===== config.mk =====
export PLATFORM = sky130hd
export DESIGN_NAME = periph_bus
export DESIGN_NICKNAME = d
export VERILOG_FILES = /design/src/logic/periph_pkg.sv /design/src/logic/periph_bus.sv /design/src/logic/bus_arbiter.sv /design/src/logic/pad_reader.sv /design/src/logic/dsp_mult.sv /design/src/logic/periph_regs.sv /design/src/logic/address_decoder.sv
export VERILOG_INCLUDE_DIRS = /design/src /design/src/logic
export SDC_FILE = /design/constraint.sdc
export NUM_CORES = 1
export LEC_CHECK = 0
export BUFFER_PORTS_ARGS = -buffer_cell sky130_fd_sc_hd__buf_2
export CAP_MARGIN = 25
export CORE_MARGIN = 2
export CORE_UTILIZATION = 40
export DETAILED_ROUTE_END_ITERATION = 8
export PLACE_DENSITY = 0.57
export SYNTH_ARGS = -nofsm -noshare
export SYNTH_HDL_FRONTEND = slang
export SYNTH_SLANG_ARGS = --single-unit

===== constraint.sdc =====
create_clock -name vdp_clk -period 7.15 [get_ports vdp_clk]
set_clock_uncertainty 0.1 [all_clocks]
set_input_delay 0 -clock vdp_clk [delete_from_list [all_inputs] [get_ports vdp_clk]]
set_output_delay 0 -clock vdp_clk [all_outputs]
set_load 0.1 [all_outputs]

===== src/logic/periph_consts.svh =====
/*
 * Peripheral block constants.
 * Address map of the select field, register offsets and reset values.
 */

`ifndef PERIPH_CONSTS_SVH
`define PERIPH_CONSTS_SVH

// select field sits in address bits 21:20
`define PERIPH_SEL_LSB 20

// select field values, zero is unmapped
`define PERIPH_SEL_STATUS 2'd1
`define PERIPH_SEL_DSP 2'd2
`define PERIPH_SEL_PAD 2'd3

// operand b lives at offset 4 inside the dsp window
`define DSP_OPERAND_B_BIT 2

// red led on out of reset
`define STATUS_RESET_VALUE 2'b01

// serial pad state
`define PAD_STATE_BITS 16

// button positions in the pad word
`define PAD_BIT_B 0
`define PAD_BIT_RIGHT 6
`define PAD_BIT_LEFT 7

`endif

===== src/logic/periph_pkg.sv =====
/*
 * Peripheral bus types.
 * Select encoding and CPU bus word types shared across the block.
 */

package periph_pkg;

    // which peripheral an access targets
    typedef enum logic [1:0] {
        sel_none = 2'd0,
        sel_status = 2'd1,
        sel_dsp = 2'd2,
        sel_pad = 2'd3
    } periph_sel_t;

    // cpu data word
    typedef logic [31:0] bus_word_t;

    // cpu byte address
    typedef logic [23:0] bus_addr_t;

endpackage


===== src/logic/periph_bus.sv =====
/*
 * Peripheral bus top level.
 * CPU request -> decoder -> status regs, DSP, pad reader -> arbiter.
 */

`timescale 1ns/10ps

module periph_bus (
    input  logic                  vdp_clk,
    input  logic                  vdp_reset,

    input  periph_pkg::bus_addr_t cpu_address,
    input  logic                  cpu_mem_valid,
    input  logic [3:0]            cpu_wstrb,
    input  periph_pkg::bus_word_t cpu_write_data,
    output periph_pkg::bus_word_t cpu_read_data,
    output logic                  cpu_mem_ready,

    input  logic                  btn_left,
    input  logic                  btn_right,
    input  logic                  btn_b,

    output logic                  led_r,
    output logic                  led_b
);
    periph_pkg::periph_sel_t sel;
    logic any_en;
    logic status_en;
    logic status_write_en;
    logic dsp_en;
    logic dsp_write_en;
    logic pad_en;
    logic pad_write_en;
    periph_pkg::bus_addr_t reg_address;
    periph_pkg::bus_word_t reg_write_data;

    periph_pkg::bus_word_t status_read_data;
    periph_pkg::bus_word_t dsp_result;
    logic pad_latch;
    logic pad_clk;
    logic pad_data;

    address_decoder i_decoder (
        .vdp_clk(vdp_clk),
        .vdp_reset(vdp_reset),
        .cpu_address(cpu_address),
        .cpu_mem_valid(cpu_mem_valid),
        .cpu_wstrb(cpu_wstrb),
        .cpu_write_data(cpu_write_data),
        .cpu_mem_ready(cpu_mem_ready),
        .sel(sel),
        .any_en(any_en),
        .status_en(status_en),
        .status_write_en(status_write_en),
        .dsp_en(dsp_en),
        .dsp_write_en(dsp_write_en),
        .pad_en(pad_en),
        .pad_write_en(pad_write_en),
        .reg_address(reg_address),
        .reg_write_data(reg_write_data)
    );

    periph_regs i_regs (
        .vdp_clk(vdp_clk),
        .vdp_reset(vdp_reset),
        .status_write_en(status_write_en),
        .pad_write_en(pad_write_en),
        .reg_write_data(reg_write_data),
        .led_r(led_r),
        .led_b(led_b),
        .pad_latch(pad_latch),
        .pad_clk(pad_clk),
        .status_read_data(status_read_data)
    );

    dsp_mult i_dsp (
        .vdp_clk(vdp_clk),
        .dsp_write_en(dsp_write_en),
        .reg_address(reg_address),
        .reg_write_data(reg_write_data),
        .dsp_result(dsp_result)
    );

    // mock pad driven by the board buttons
    pad_reader i_pad (
        .vdp_clk(vdp_clk),
        .vdp_reset(vdp_reset),
        .pad_latch(pad_latch),
        .pad_clk(pad_clk),
        .btn_left(btn_left),
        .btn_right(btn_right),
        .btn_b(btn_b),
        .pad_data(pad_data)
    );

    bus_arbiter i_arbiter (
        .vdp_clk(vdp_clk),
        .vdp_reset(vdp_reset),
        .sel(sel),
        .any_en(any_en),
        .status_en(status_en),
        .dsp_en(dsp_en),
        .pad_en(pad_en),
        .status_read_data(status_read_data),
        .dsp_result(dsp_result),
        .pad_data(pad_data),
        .cpu_mem_ready(cpu_mem_ready),
        .cpu_read_data(cpu_read_data)
    );

endmodule


===== src/logic/bus_arbiter.sv =====
/*
 * Peripheral bus arbiter.
 * Returns the selected source's read data together with a single
 * ready pulse one cycle after the decoder enable.
 */

`timescale 1ns/10ps

module bus_arbiter (
    input  logic                    vdp_clk,
    input  logic                    vdp_reset,

    input  periph_pkg::periph_sel_t sel,
    input  logic                    any_en,
    input  logic                    status_en,
    input  logic                    dsp_en,
    input  logic                    pad_en,

    input  periph_pkg::bus_word_t   status_read_data,
    input  periph_pkg::bus_word_t   dsp_result,
    input  logic                    pad_data,

    output logic                    cpu_mem_ready,
    output periph_pkg::bus_word_t   cpu_read_data
);
    logic unmapped_en;
    logic ready_next;
    periph_pkg::bus_word_t read_mux;

    // any_en with no select means nobody else will answer
    assign unmapped_en = any_en && (sel == periph_pkg::sel_none);
    assign ready_next = status_en || dsp_en || pad_en || unmapped_en;

    always_comb begin
        case (sel)
            periph_pkg::sel_status: read_mux = status_read_data;
            periph_pkg::sel_dsp: read_mux = dsp_result;
            periph_pkg::sel_pad: read_mux = {31'b0, pad_data};
            default: read_mux = '0;
        endcase
    end

    always_ff @(posedge vdp_clk) begin
        if (vdp_reset) begin
            cpu_mem_ready <= 1'b0;
        end else begin
            cpu_mem_ready <= ready_next;
        end
    end

    // only meaningful in the ready cycle
    always_ff @(posedge vdp_clk) begin
        if (ready_next) begin
            cpu_read_data <= read_mux;
        end
    end

    ready_after_enable: assert property (@(posedge vdp_clk) disable iff (vdp_reset)
        $rose(cpu_mem_ready) |-> $past(any_en));

endmodule


===== src/logic/pad_reader.sv =====
/*
 * Gamepad serial reader.
 * Mocks a pad from three buttons: latch loads the state,
 * each rising pad clock shifts it out one bit at a time.
 */

`timescale 1ns/10ps

`include "periph_consts.svh"

module pad_reader (
    input  logic vdp_clk,
    input  logic vdp_reset,

    input  logic pad_latch,
    input  logic pad_clk,

    input  logic btn_left,
    input  logic btn_right,
    input  logic btn_b,

    output logic pad_data
);
    logic [2:0] btn_meta;
    logic [2:0] btn_sync;
    logic [`PAD_STATE_BITS-1:0] load_value;
    logic [`PAD_STATE_BITS-1:0] pad_state;
    logic pad_clk_r;
    logic pad_clk_rise;

    // buttons are asynchronous, two flops before use
    always_ff @(posedge vdp_clk) begin
        btn_meta <= {btn_left, btn_right, btn_b};
        btn_sync <= btn_meta;
    end

    always_comb begin
        load_value = '0;
        load_value[`PAD_BIT_B] = btn_sync[0];
        load_value[`PAD_BIT_RIGHT] = btn_sync[1];
        load_value[`PAD_BIT_LEFT] = btn_sync[2];
    end

    assign pad_clk_rise = pad_clk && !pad_clk_r;

    always_ff @(posedge vdp_clk) begin
        if (vdp_reset) begin
            pad_state <= '0;
            pad_clk_r <= 1'b0;
        end else begin
            pad_clk_r <= pad_clk;
            // latch wins over clock, reloads every cycle while held
            if (pad_latch) begin
                pad_state <= load_value;
            end else if (pad_clk_rise) begin
                pad_state <= {1'b0, pad_state[`PAD_STATE_BITS-1:1]};
            end
        end
    end

    assign pad_data = pad_state[0];

endmodule


===== src/logic/dsp_mult.sv =====
/*
 * DSP multiplier peripheral.
 * Two 16-bit operand registers and a registered signed 32-bit product.
 */

`timescale 1ns/10ps

`include "periph_consts.svh"

module dsp_mult (
    input  logic                  vdp_clk,

    input  logic                  dsp_write_en,
    input  periph_pkg::bus_addr_t reg_address,
    input  periph_pkg::bus_word_t reg_write_data,

    output periph_pkg::bus_word_t dsp_result
);
    logic signed [15:0] dsp_mult_a;
    logic signed [15:0] dsp_mult_b;
    logic signed [31:0] product;
    logic operand_b_sel;

    assign operand_b_sel = reg_address[`DSP_OPERAND_B_BIT];
    assign product = dsp_mult_a * dsp_mult_b;

    always_ff @(posedge vdp_clk) begin
        // kept as flat ifs so the operands map onto the DSP input registers
        if (dsp_write_en && !operand_b_sel) begin
            dsp_mult_a <= reg_write_data[15:0];
        end

        if (dsp_write_en && operand_b_sel) begin
            dsp_mult_b <= reg_write_data[15:0];
        end

        // output register of the multiplier
        dsp_result <= product;
    end

endmodule


===== src/logic/periph_regs.sv =====
/*
 * Status and pad control registers.
 * Status drives the two LEDs, pad control drives the gamepad lines.
 */

`timescale 1ns/10ps

`include "periph_consts.svh"

module periph_regs (
    input  logic                  vdp_clk,
    input  logic                  vdp_reset,

    input  logic                  status_write_en,
    input  logic                  pad_write_en,
    input  periph_pkg::bus_word_t reg_write_data,

    output logic                  led_r,
    output logic                  led_b,
    output logic                  pad_latch,
    output logic                  pad_clk,
    output periph_pkg::bus_word_t status_read_data
);
    // bit 0 red, bit 1 blue
    logic [1:0] status;
    // bit 0 latch, bit 1 clock
    logic [1:0] pad_ctrl;

    always_ff @(posedge vdp_clk) begin
        if (vdp_reset) begin
            status <= `STATUS_RESET_VALUE;
            pad_ctrl <= 2'b00;
        end else begin
            if (status_write_en) begin
                status <= reg_write_data[1:0];
            end
            if (pad_write_en) begin
                pad_ctrl <= reg_write_data[1:0];
            end
        end
    end

    assign led_r = status[0];
    assign led_b = status[1];

    assign pad_latch = pad_ctrl[0];
    assign pad_clk = pad_ctrl[1];

    assign status_read_data = {30'b0, status};

endmodule


===== src/logic/address_decoder.sv =====
/*
 * Address decoder.
 * Registers the CPU request and emits a single enable pulse per access,
 * held off by a busy flag until the bus returns ready.
 */

`timescale 1ns/10ps

`include "periph_consts.svh"

module address_decoder (
    input  logic                    vdp_clk,
    input  logic                    vdp_reset,

    input  periph_pkg::bus_addr_t   cpu_address,
    input  logic                    cpu_mem_valid,
    input  logic [3:0]              cpu_wstrb,
    input  periph_pkg::bus_word_t   cpu_write_data,
    input  logic                    cpu_mem_ready,

    output periph_pkg::periph_sel_t sel,
    output logic                    any_en,
    output logic                    status_en,
    output logic                    status_write_en,
    output logic                    dsp_en,
    output logic                    dsp_write_en,
    output logic                    pad_en,
    output logic                    pad_write_en,
    output periph_pkg::bus_addr_t   reg_address,
    output periph_pkg::bus_word_t   reg_write_data
);
    logic busy;
    logic accept;
    logic write_req;
    logic [1:0] sel_field;
    periph_pkg::periph_sel_t sel_next;

    assign sel_field = cpu_address[`PERIPH_SEL_LSB +: 2];
    assign write_req = |cpu_wstrb;
    // new request only once the previous one has seen ready
    assign accept = cpu_mem_valid && !busy;

    always_comb begin
        case (sel_field)
            `PERIPH_SEL_STATUS: sel_next = periph_pkg::sel_status;
            `PERIPH_SEL_DSP: sel_next = periph_pkg::sel_dsp;
            `PERIPH_SEL_PAD: sel_next = periph_pkg::sel_pad;
            default: sel_next = periph_pkg::sel_none;
        endcase
    end

    always_ff @(posedge vdp_clk) begin
        if (vdp_reset) begin
            busy <= 1'b0;
            sel <= periph_pkg::sel_none;
            any_en <= 1'b0;
            status_en <= 1'b0;
            status_write_en <= 1'b0;
            dsp_en <= 1'b0;
            dsp_write_en <= 1'b0;
            pad_en <= 1'b0;
            pad_write_en <= 1'b0;
        end else begin
            any_en <= accept;
            status_en <= accept && (sel_next == periph_pkg::sel_status);
            status_write_en <= accept && write_req && (sel_next == periph_pkg::sel_status);
            dsp_en <= accept && (sel_next == periph_pkg::sel_dsp);
            dsp_write_en <= accept && write_req && (sel_next == periph_pkg::sel_dsp);
            pad_en <= accept && (sel_next == periph_pkg::sel_pad);
            pad_write_en <= accept && write_req && (sel_next == periph_pkg::sel_pad);

            if (accept) begin
                busy <= 1'b1;
                sel <= sel_next;
            end else if (cpu_mem_ready) begin
                busy <= 1'b0;
            end
        end
    end

    // request payload, captured with the pulse
    always_ff @(posedge vdp_clk) begin
        if (accept) begin
            reg_address <= cpu_address;
            reg_write_data <= cpu_write_data;
        end
    end

    // ready only ever answers an access still in flight
    ready_while_busy: assert property (@(posedge vdp_clk) disable iff (vdp_reset)
        cpu_mem_ready |-> busy);

endmodule


# Word-level counts from Yosys, hierarchy flattened
# Cells that the tools add are included.
[totals]
output_inout_bits = 35
regBits = 145
in_bits = 66
elab_cells = 62
[classes]
n_eq_ne = 9
reduce_logical = 23
n_mul = 1
n_mux = 6
[op_table]
columns = ["operator", "count"]
rows = [
  ["one-hot mux 32 bit (3 select lines)", 1],
  ["multiplier 16 x 16 -> 32 bit", 1],
  ["2-to-1 mux 8 bit", 2],
  ["== test 2 bit, second input constant", 6],
  ["logical AND 1 bit", 12],
  ["== test 2 x 1 -> 1 bit, second input constant", 3],
  ["one-hot mux 2 bit (3 select lines)", 1],
  ["nonzero test 2 bit", 2],
  ["OR reduction 4 bit", 1],
  ["zero test 1 bit", 3],
  ["logical OR 1 bit", 3],
  ["zero test 2 bit", 1],
  ["2-to-1 mux 1 bit", 2],
  ["OR reduction 2 bit", 1],
]

# Longest topological paths before layout
# Gate-level depths: netlist (run 1).
[logic_depth]
word_depth = 4
ltp_mapped = 24

# Cells and area by module
# From an unflattened synthesis (run 1), not the netlist that was laid out.
[unflattened]
hier_cells = 1395
hier_area_um2 = 15735.1
[by_module_without_submodules]
columns = ["mod", "cells_each", "instances", "seq_area_each_um2", "area_per_inst_um2"]
rows = [
  ["dsp_mult", 1147, 1, 1601.5, 11472.3],
  ["address_decoder", 82, 1, 1881.8, 1998.2],
  ["bus_arbiter", 79, 1, 980.9, 1383.8],
  ["pad_reader", 42, 1, 300.3, 500.5],
  ["periph_regs", 45, 1, 80.1, 380.4],
]

# Worst setup path after synthesis (run 1)
# OpenSTA, ideal clock, no wires.
[synth_timing]
path_type = "flip-flop to flip-flop"
start = "reg i_dsp.dsp_mult_a[15]"
end = "reg i_dsp.dsp_result[30]"
t_required_ps = 6978
arrival_ps = 5769
period_less_slack_ps = 5941
slack_ps = 1209
path_buffers = 2
setup_ps = 72
path_stages_with_launch = 21
path_cell_list = "edfxtp_1 clkbuf_1 nand2_1 inv_1 fa_1 fa_1 fa_1 fa_1 fa_1 inv_1 fa_1 inv_1 ha_1 buf_6 a21oi_2 o21a_2 o211ai_1 a22o_1 a211o_1 a21oi_2 mux2i_1"
[synth_between]
elab_chain_len = 1
[synth_rtl]
columns = ["item", "line_no", "rtl"]
rows = [
  ["start: declaration", "dsp_mult.sv:19", "logic signed [15:0] dsp_mult_a;"],
  ["start signal: assignment", "dsp_mult.sv:30", "dsp_mult_a <= reg_write_data[15:0];"],
  ["multiplier 16 x 16 -> 32 bit", "dsp_mult.sv:25", "assign product = dsp_mult_a * dsp_mult_b;"],
  ["net i_dsp.product[30]", "dsp_mult.sv:21", "logic signed [31:0] product;"],
  ["end signal: assignment", "dsp_mult.sv:38", "dsp_result <= product;"],
  ["end: declaration", "dsp_mult.sv:17", "output periph_pkg::bus_word_t dsp_result"],
]
# The timed path passes the listed nets, and every way through them passes these cells.
# A chain may end at the register's enable or synchronous reset.

# Worst setup path in the final report (run 1)
[layout_timing]
start = "reg i_dsp.dsp_mult_b[1]"
end = "reg i_dsp.dsp_result[30]"
[layout_between]
elab_chain_len = 1
[layout_rtl]
columns = ["item", "line_no", "rtl"]
rows = [
  ["start: declaration", "dsp_mult.sv:20", "logic signed [15:0] dsp_mult_b;"],
  ["start signal: assignment", "dsp_mult.sv:34", "dsp_mult_b <= reg_write_data[15:0];"],
  ["multiplier 16 x 16 -> 32 bit", "dsp_mult.sv:25", ""],
  ["net i_dsp.product[30]", "dsp_mult.sv:21", ""],
]
# The timed path passes the listed nets, and every way through them passes these cells.

==> results.py, run 1 <==
metrics = {
    "critical_path": {
        "crit_family": "adder cells",
        "crit_path_end_kind": "register",
        "critPathMaxFanout": 16,
        "path_cells": "nand2_1 -> inv_1 -> fa_1 -> fa_1 -> fa_1 -> fa_1 -> fa_1 -> inv_1 -> fa_1 -> inv_1 -> ha_1 -> a21oi_2 -> o21a_2 -> o211ai_1 -> a22o_1 -> a211o_1 -> a21oi_2 -> mux2i_1",
        "crit_path_start_kind": "register",
        "cp_slowest_cell": "fa_1",
        "cpMostUsedCell": "fa_1",
        "crit_type": "reg -> reg",
        "ff2ff_setup_slack_ps": 660,
        "max_stage_delay_ps": 830,
        "critPathRequiredTime_ps": 7420,
        "arrival_ps": 6760,
        "crit_buf_inv": 3,
    },
    "cells_and_area": {
        "final_common_cell": "inv_1",
        "final_cell_mix": "314 x inv_1, 262 x fa_1, 154 x and2_1, 135 x nand2_1, 82 x ha_1",
        "area.growth.synth_to_final_pct": 12.4,
        "diodes": 0,
        "fin_area_um2": 16100,
        "layout-drive-gt1-share": 0.0912,
        "fin_nets": 1845,
    },
    "placement": {
        "portBuffers": 63,
        "place_area_um2": 15100,
        "place_congestion": 0.863,
        "dp_worst_setup_slack_ps": 662,
        "dp_hpwl_um": 23200,
    },
    "global_routing": {
        "antenna_found_initial": 0,
        "grt_max_degree": 34,
        "grt_pass1_vias": 10116,
        "overflow": 0,
        "grtUsageTotal": 0.179,
        "grt_pass1_wl_um": 50800,
    },
    "sta": {
        "finalHoldViolCount": 0,
        "fin_crit_sh": 0.908,
        "slew_viol_final": 0,
        "worst_pin_slew_ps": 785,
        "min_period_ps": 6490,
        "fin_setup_tns_ps": 0,
        "setup_ws_ps": 661,
        "rsz0062_at_grt": "false",
        "timing.fmax_mhz": 154,
        "setup_viol": 0,
        "slew_headroom": 0.476,
        "timing.hold.ws_ps": 91.0,
    },
    "clocking": {
        "clkTransAtPathRegs_ps": 70,
        "numCtsBuffers": 17,
        "cts_tree": "done",
        "clkLatencyLatePin_ps": 450,
        "clkSinkCount": 143,
        "cts_setup_buffers": 0,
        "htreeDepth": 4,
        "cts-root-buf": "clkbuf_16",
        "cts_buffer_depth": 2,
    },
    "routing": {
        "drt-vias-per-instance": 4.79,
        "vias": 9147,
        "drc_errors": 0,
        "firstDrtPassIters": 5,
        "ant_nets": 0,
        "drt-initial-drc-count": 361,
        "wl_um": 29800,
        "routedWlPerCell_um": 15.6,
    },
    "synth": {
        "async_flop_share": 0,
        "synth.distinct_cells": 56,
        "synth_area_leaders": "fa_1 37%, edfxtp_1 17%, dfxtp_1 8.7%",
        "yosys_warnings": 0,
        "syn_nets": 1759,
        "synth_edf_count": 81,
        "synthCells": 1349,
        "synth_area_um2": 14300,
        "synth_top_cell_by_area": "fa_1",
        "synth_top_area_share": 0.367,
        "yosysSeqAreaShare": 0.257,
        "synth_ff_type": "edfxtp_1",
        "syn_area_per_cell_um2": 10.6,
        "synth_seq_cells": 143,
    },
    "die": {
        "core_area_um2": 35400,
        "io_pins": 101,
        "start_util": 0.404,
        "dieArea_um2": 37300,
        "die_w_um": 193,
        "rows": 69,
        "die_h_um": 193,
    },
    "pwr": {
        "power_w": 0.00344,
        "power_per_cell_area_nw_per_um2": 214,
        "leakagePower_nw": 7.60,
        "ir_drop_mv": 0.161,
    },
    "flow_run": {
        "cap_violations": 0,
    },
    "outcome": {
        "status": "finished clean",
    },
    "hold_path": {
        "hold_class": "in -> reg",
    },
}
-- synthesized netlist by cell type, drive strengths merged, types with 2 or more instances --
| cell | number |
|---|---|
| nand2 | 136 |
| a21o | 8 |
| edfxtp | 81 |
| inv | 314 |
| fa | 262 |
| nor3 | 13 |
| clkbuf | 38 |
| a21oi | 25 |
| buf | 2 |
| a211o | 2 |
| o21ai | 18 |
| o211ai | 4 |
| and2 | 154 |
| nand3 | 4 |
| nor2 | 33 |
| a31oi | 2 |
| mux2i | 14 |
| nand2b | 11 |
| o21a | 2 |
| o21bai | 3 |
| xor2 | 9 |
| ha | 82 |
| o31ai | 2 |
| and3 | 2 |
| a22o | 3 |
| dfxtp | 62 |
| nor2b | 11 |
| nand4 | 4 |
| xnor2 | 28 |
| a211oi | 7 |
-- area by class of cell --
| type | count | area [um^2] |
|---|---|---|
| inverter | 314 | 1180 |
| fill | 3332 | 19300 |
| clock inverter | 13 | 160 |
| multi-input combinational | 852 | 9290 |
| clock buffer | 19 | 464 |
| sequential | 143 | 3670 |
| tap | 461 | 577 |
| timing repair buffer | 107 | 726 |
-- through the flow --
step | utilization | std cells
floorplan | - | 1349
global placement | 0.428 | 1847
detailed placement | 0.428 | 1847
CTS | 0.453 | 1908
global route | 0.454 | 1909
finish | 0.454 | 1909
-- cells by family (layout without fill, tap and decap cells) --
kind of cell,count (synthesis),in the layout,share of synthesized area
DFF,143,143,0.257
adders and majority gates,344,344,0.439
and+or+nand+nor,374,374,0.134
buffers and inverters,354,453,0.0935
muxes,15,15,0.0106
xor gates and xnor gates,37,37,0.0227
AOI/OAI and AO/OA,82,82,0.0430
-- path summary, 6_finish.rpt --
path,from,depth (start not counted),end
hold / removal,btn_b,2,i_pad.btn_meta[0]$_DFF_P_
setup / recovery,i_dsp.dsp_mult_b[1]$_DFFE_PP_,18,i_dsp.dsp_result[30]$_DFF_P_
hold reg to reg,i_pad.btn_meta[1]$_DFF_P_,0,i_pad.btn_sync[1]$_DFF_P_
setup reg to reg,i_dsp.dsp_mult_b[1]$_DFFE_PP_,18,i_dsp.dsp_result[30]$_DFF_P_
-- report_power, final --
group          internal, W  switching [W]
Sequential        0.000990      0.0000281
Combinational     0.000605       0.000878
Clock             0.000531       0.000406
-- sequential cells by signal, summed over array words and instances, names as in the netlist, 2 cells and up --
| signal | flops |
|---|---|
| i_arbiter.cpu_read_data | 32 |
| i_decoder.reg_write_data | 16 |
| i_decoder.sel | 2 |
| i_dsp.dsp_mult_a | 16 |
| i_dsp.dsp_mult_b | 16 |
| i_dsp.dsp_result | 32 |
| i_pad.btn_meta | 3 |
| i_pad.btn_sync | 3 |
| i_pad.pad_state | 8 |
| i_regs.pad_ctrl | 2 |
| i_regs.status | 2 |
-- routing by layer --
metal / track usage / wire [um] / vias to the layer above
met5: 0 / 0 / -
met4: 0.0533 / 505 / 0
met3: 0.0257 / 1200 / 31
met2: 0.311 / 15000 / 173
met1: 0.232 / 13100 / 4715
li1: - / - / 4228
-- worst register-to-register path, delay by kind of cell (launching register included) --
| kind | cells | cell delay, ps |
|---|---|---|
| compound gates | 6 | 1160 |
| fa+ha+maj | 7 | 3760 |
| buf+inv | 3 | 260 |
| flops | 1 | 750 |
| mux | 1 | 190 |
| simple gates | 1 | 210 |
-- repair_timing --
action / CTS / global route
hold endpoints to repair: 44 / 0
resized for setup: 0 / 0
hold buffers: 29 / 0
Note: power is estimated with default switching activity, not from simulation.
==> run 2, diff against run 1 <==
==> constraint.sdc (replaced) <==
create_clock -name vdp_clk -period 7.15 [get_ports vdp_clk]
set_clock_uncertainty 0.1 [all_clocks]
set_input_delay 1.0725 -clock vdp_clk [delete_from_list [all_inputs] [get_ports vdp_clk]]
set_output_delay 1.0725 -clock vdp_clk [all_outputs]
set_load 0.1 [all_outputs]
==> results.py, run 2 (synthesis results as in run 1) <==
metrics = {
    "outcome": {
        "status": "finished clean",
    },
    "clocking": {
        "htreeDepth": 4,
        "cts-root-buf": "clkbuf_16",
        "clkSinkCount": 143,
        "ctsHoldBuffers": 0,
        "cts-resized-gates": 0,
        "numCtsBuffers": 17,
        "cts_buffer_depth": 2,
        "cts_tree": "done",
        "clkLatencyLatePin_ps": 440,
        "clkTransAtPathRegs_ps": 70,
        "cts_setup_buffers": 0,
    },
    "routing": {
        "drt-initial-drc-count": 372,
        "drc_errors": 0,
        "firstDrtPassIters": 4,
        "ant_nets": 0,
        "vias": 8978,
        "drt-vias-per-instance": 4.78,
        "routedWlPerCell_um": 15.8,
        "wl_um": 29700,
    },
    "die": {
        "core_area_um2": 35400,
        "die_w_um": 193,
        "dieArea_um2": 37300,
        "io_pins": 101,
        "die_h_um": 193,
        "start_util": 0.404,
        "rows": 69,
    },
    "critical_path": {
        "critPathMaxFanout": 16,
        "crit_type": "reg -> reg",
        "critPathRequiredTime_ps": 7420,
        "arrival_ps": 6740,
        "timing.rr.end": "i_dsp.dsp_result[30]$_DFF_P_",
        "r2r_start": "i_dsp.dsp_mult_b[5]$_DFFE_PP_",
        "r2r_cells": 19,
        "ff2ff_setup_slack_ps": 680,
        "crit_path_start_kind": "register",
        "crit_path_end_kind": "register",
    },
    "placement": {
        "portBuffers": 63,
        "dp_hpwl_um": 23100,
        "place_congestion": 0.823,
    },
    "cells_and_area": {
        "reg_top3": "i_arbiter.cpu_read_data (32), i_dsp.dsp_result (32)",
        "final_cell_mix": "314 x inv_1, 262 x fa_1, 154 x and2_1, 135 x nand2_1, 82 x ha_1",
        "fin_nets": 1814,
        "nFillCells": 3399,
        "diodes": 0,
        "fin_util": 0.444,
        "layout-drive-gt1-share": 0.0910,
        "final_common_cell": "inv_1",
        "area.growth.synth_to_final_pct": 10.0,
    },
    "pwr": {
        "power_per_cell_area_nw_per_um2": 215,
        "leakagePower_nw": 7.44,
        "ir_drop_mv": 0.165,
    },
    "global_routing": {
        "overflow": 0,
        "grt_pass1_wl_um": 50800,
        "grtUsageTotal": 0.179,
        "antenna_found_initial": 0,
        "grt_pass1_vias": 10004,
        "grt_max_degree": 34,
    },
    "hold_path": {
        "whs_path_depth": 0,
        "hold_class": "reg -> reg",
        "min_from": "i_pad.btn_meta[2]$_DFF_P_",
        "whs_endpoint": "i_pad.btn_sync[2]$_DFF_P_",
    },
    "sta": {
        "timing.hold.ws_ps": 227,
        "worst_pin_slew_ps": 832,
        "slew_headroom": 0.444,
        "rsz0062_at_grt": "false",
        "slew_viol_final": 0,
        "fin_setup_tns_ps": 0,
        "setup_viol": 0,
        "finalHoldViolCount": 0,
        "timing.fmax_mhz": 154,
        "fin_crit_sh": 0.905,
        "min_period_ps": 6470,
    },
    "flow_run": {
        "cap_violations": 0,
    },
}
run 2: worst max-delay path by stage:
stage                                        start  cells after the start                            to  slack [ps]
floorplan           i_dsp.dsp_mult_a[15]$_DFFE_PP_                     20  i_dsp.dsp_result[30]$_DFF_P_        1210
global placement     i_dsp.dsp_mult_b[5]$_DFFE_PP_                     19  i_dsp.dsp_result[30]$_DFF_P_         700
detailed placement   i_dsp.dsp_mult_b[5]$_DFFE_PP_                     19  i_dsp.dsp_result[30]$_DFF_P_         660
CTS                  i_dsp.dsp_mult_b[5]$_DFFE_PP_                     19  i_dsp.dsp_result[30]$_DFF_P_         640
global route        i_dsp.dsp_mult_a[15]$_DFFE_PP_                     17  i_dsp.dsp_result[29]$_DFF_P_         300
finish               i_dsp.dsp_mult_b[5]$_DFFE_PP_                     19  i_dsp.dsp_result[30]$_DFF_P_         680
run 2: where the power goes:
group	switching (W)	internal [W]
Combinational	0.000879	0.000594
Sequential	0.0000282	0.000990
Clock	0.000400	0.000486
run 2: routing by layer:
metal / wire length (um) / up-vias / global-route usage
met5: 0 / - / 0
met4: 741 / 0 / 0.0661
met3: 999 / 34 / 0.0250
met1: 13000 / 4630 / 0.228
li1: - / 4165 / -
met2: 15000 / 149 / 0.312
run 2: stage by stage:
stage | worst slack (ps) | area (um^2) | std cells | power, W
after floorplan | 1210 | 14300 | 1349 | 0.00222
after global placement | 696 | 15100 | 1845 | 0.00251
after detailed placement | 657 | 15100 | 1845 | 0.00252
after CTS | 635 | 15700 | 1877 | 0.00343
after global routing | 296 | 15700 | 1878 | 0.00366
final | 676 | 15700 | 1878 | 0.00338
run 2: final cells by class:
type | instances | area, um^2 | share of cell area
inverter | 314 | 1180 | 0.0750
sequential | 143 | 3670 | 0.234
timing repair buffer | 76 | 420 | 0.0267
tap | 461 | 577 | 0.0367
multi-input combinational | 852 | 9290 | 0.591
clock inverter | 13 | 130 | 0.00828
clock buffer | 19 | 454 | 0.0289
run 2: worst max-delay path, stage by stage, from the launching register on:
cell and delay [ps]:
edfxtp_1 730, and2_1 250, inv_1 70, fa_1 540, inv_1 70, fa_1 800
fa_1 520, fa_1 500, fa_1 490, inv_1 50, fa_1 470, inv_1 40
ha_1 390, a21oi_2 180, o21a_2 150, o211ai_1 80, a22o_1 260, a211o_1 290
a21oi_2 210, mux2i_1 200
==> run 3, diff against run 2 <==
- PLACE_DENSITY: 0.57 -> 0.56
- SYNTH_HIERARCHICAL: default -> 1
==> results.py, run 3 <==
metrics = {
    "placement": {
        "place_congestion": 0.852,
        "portBuffers": 63,
        "dp_hpwl_um": 23700,
        "dp_cells": 1854,
    },
    "routing": {
        "routedWlPerCell_um": 15.7,
        "firstDrtPassIters": 5,
        "wl_um": 29700,
        "ant_nets": 0,
        "drt-vias-per-instance": 4.73,
        "drt-initial-drc-count": 419,
        "drc_errors": 0,
        "vias": 8930,
    },
    "sta": {
        "fin_setup_tns_ps": 0,
        "finalHoldViolCount": 0,
        "worst_pin_slew_ps": 750,
        "setup_viol": 0,
        "slew_viol_final": 0,
        "timing.hold.ws_ps": 228,
        "fin_crit_sh": 0.916,
        "timing.fmax_mhz": 153,
        "rsz0062_at_grt": "false",
        "min_period_ps": 6550,
        "slew_headroom": 0.500,
    },
    "clocking": {
        "cts_tree": "done",
        "htreeDepth": 4,
        "clkSinkCount": 143,
        "cts_setup_buffers": 0,
        "ctsHoldBuffers": 0,
        "clkLatencyLatePin_ps": 440,
        "cts_buffer_depth": 2,
        "cts-root-buf": "clkbuf_16",
        "numCtsBuffers": 17,
        "clkTransAtPathRegs_ps": 70,
        "cts-resized-gates": 0,
    },
    "critical_path": {
        "crit_type": "reg -> reg",
        "crit_path_start_kind": "register",
        "path_cells": "nand2_1 -> inv_1 -> fa_1 -> fa_1 -> fa_1 -> fa_1 -> fa_1 -> inv_1 -> fa_1 -> inv_1 -> ha_1 -> nand4_1 -> nor2_1 -> nand2_1 -> a311o_1 -> nand3_1 -> a31oi_1 -> a211o_1",
        "critPathRequiredTime_ps": 7350,
        "arrival_ps": 6750,
        "critPathMaxFanout": 16,
        "cp_slowest_cell": "fa_1",
        "crit_path_end_kind": "register",
        "max_stage_delay_ps": 750,
        "cpMostUsedCell": "fa_1",
    },
    "pwr": {
        "pwr-share-comb": 0.444,
        "swShare": 0.398,
        "pwr-share-seq": 0.302,
        "power_per_cell_area_nw_per_um2": 217,
        "leakagePower_nw": 7.56,
        "ir_drop_mv": 0.142,
        "p_int_w": 0.00207,
        "p_clk_frac": 0.255,
        "power_switching_w": 0.00137,
    },
    "flow_run": {
        "cap_violations": 0,
    },
    "die": {
        "io_pins": 101,
        "core_area_um2": 35700,
        "rows": 69,
        "die_h_um": 195,
        "dieArea_um2": 38000,
        "start_util": 0.407,
        "die_w_um": 195,
    },
    "cells_and_area": {
        "final_cell_mix": "288 x inv_1, 262 x fa_1, 132 x nand2_1, 126 x and2_1, 82 x ha_1",
        "nFillCells": 3475,
        "area.growth.synth_to_final_pct": 8.85,
        "reg_top3": "i_arbiter/cpu_read_data (32), i_dsp/dsp_result (32)",
        "final_common_cell": "inv_1",
        "fin_nets": 1823,
        "layout-drive-gt1-share": 0.0968,
        "diodes": 0,
        "layout.cells.non_filler": 1887,
    },
    "synth": {
        "yosys_warnings": 6,
        "synth_area_um2": 14600,
        "syn_area_per_cell_um2": 10.7,
        "synthCells": 1356,
    },
    "global_routing": {
        "grt_pass1_vias": 9873,
        "grt_max_degree": 33,
        "grtUsageTotal": 0.172,
        "overflow": 0,
        "antenna_found_initial": 0,
        "grt_pass1_wl_um": 50900,
    },
    "outcome": {
        "status": "finished clean",
    },
    "hold_path": {
        "hold_class": "reg -> reg",
    },
}
## run 3: worst max-delay path: cells and delay by family, from the launching register on
| family | cells | cell delay, ps |
|---|---|---|
| adders and majority gates | 7 | 3690 |
| DFF | 1 | 680 |
| AOI/OAI and AO/OA | 3 | 870 |
| buffers and inverters | 3 | 160 |
| and+or+nand+nor | 5 | 880 |
## run 3: layout make-up
class                   count  area, um^2  share of cell area
flip-flops and latches    143        3670               0.232
inverters                 288        1080              0.0682
multi-input cells         877        9450               0.596
clock buffers              18         439              0.0277
well taps                 461         577              0.0364
clock inverters            14         139             0.00876
repair buffers             86         495              0.0313
## run 3: path summary, 6_finish.rpt
kind                                 start                           end  slack, ps  cells after the start
min              i_pad/btn_meta[1]$_DFF_P_     i_pad/btn_sync[1]$_DFF_P_        230                      0
max          i_dsp/dsp_mult_b[2]$_DFFE_PP_  i_dsp/dsp_result[30]$_DFF_P_        600                     18
max reg2reg  i_dsp/dsp_mult_b[2]$_DFFE_PP_  i_dsp/dsp_result[30]$_DFF_P_        600                     18
min reg2reg      i_pad/btn_meta[1]$_DFF_P_     i_pad/btn_sync[1]$_DFF_P_        230                      0
## run 3: layer usage
metal / global-route usage / vias up / routed length (um)
li1: - / 4240 / -
met1: 0.239 / 4519 / 14400
met2: 0.281 / 149 / 13700
met3: 0.0305 / 22 / 1150
met4: 0.0416 / 0 / 353
met5: 0 / - / 0
## run 3: power by group through the flow
stage / Clock [W] / Sequential (W) / Combinational [W]
after floorplan: 0 / 0.00115 / 0.00108
after global routing: 0.000938 / 0.00105 / 0.00172
after global placement: 0 / 0.00105 / 0.00151
final: 0.000874 / 0.00104 / 0.00152
after detailed placement: 0 / 0.00105 / 0.00153
after CTS: 0.000907 / 0.00104 / 0.00153
## run 3: stage by stage
stage | total power [W] | area, um^2 | worst slack (ps) | utilization
floorplan | 0.00223 | 14700 | 1200 | -
global placement | 0.00256 | 15300 | 646 | 0.427
detailed placement | 0.00258 | 15300 | 620 | 0.427
CTS | 0.00348 | 15800 | 592 | 0.443
global route | 0.00370 | 15900 | 209 | 0.444
finish | 0.00344 | 15900 | 602 | 0.444
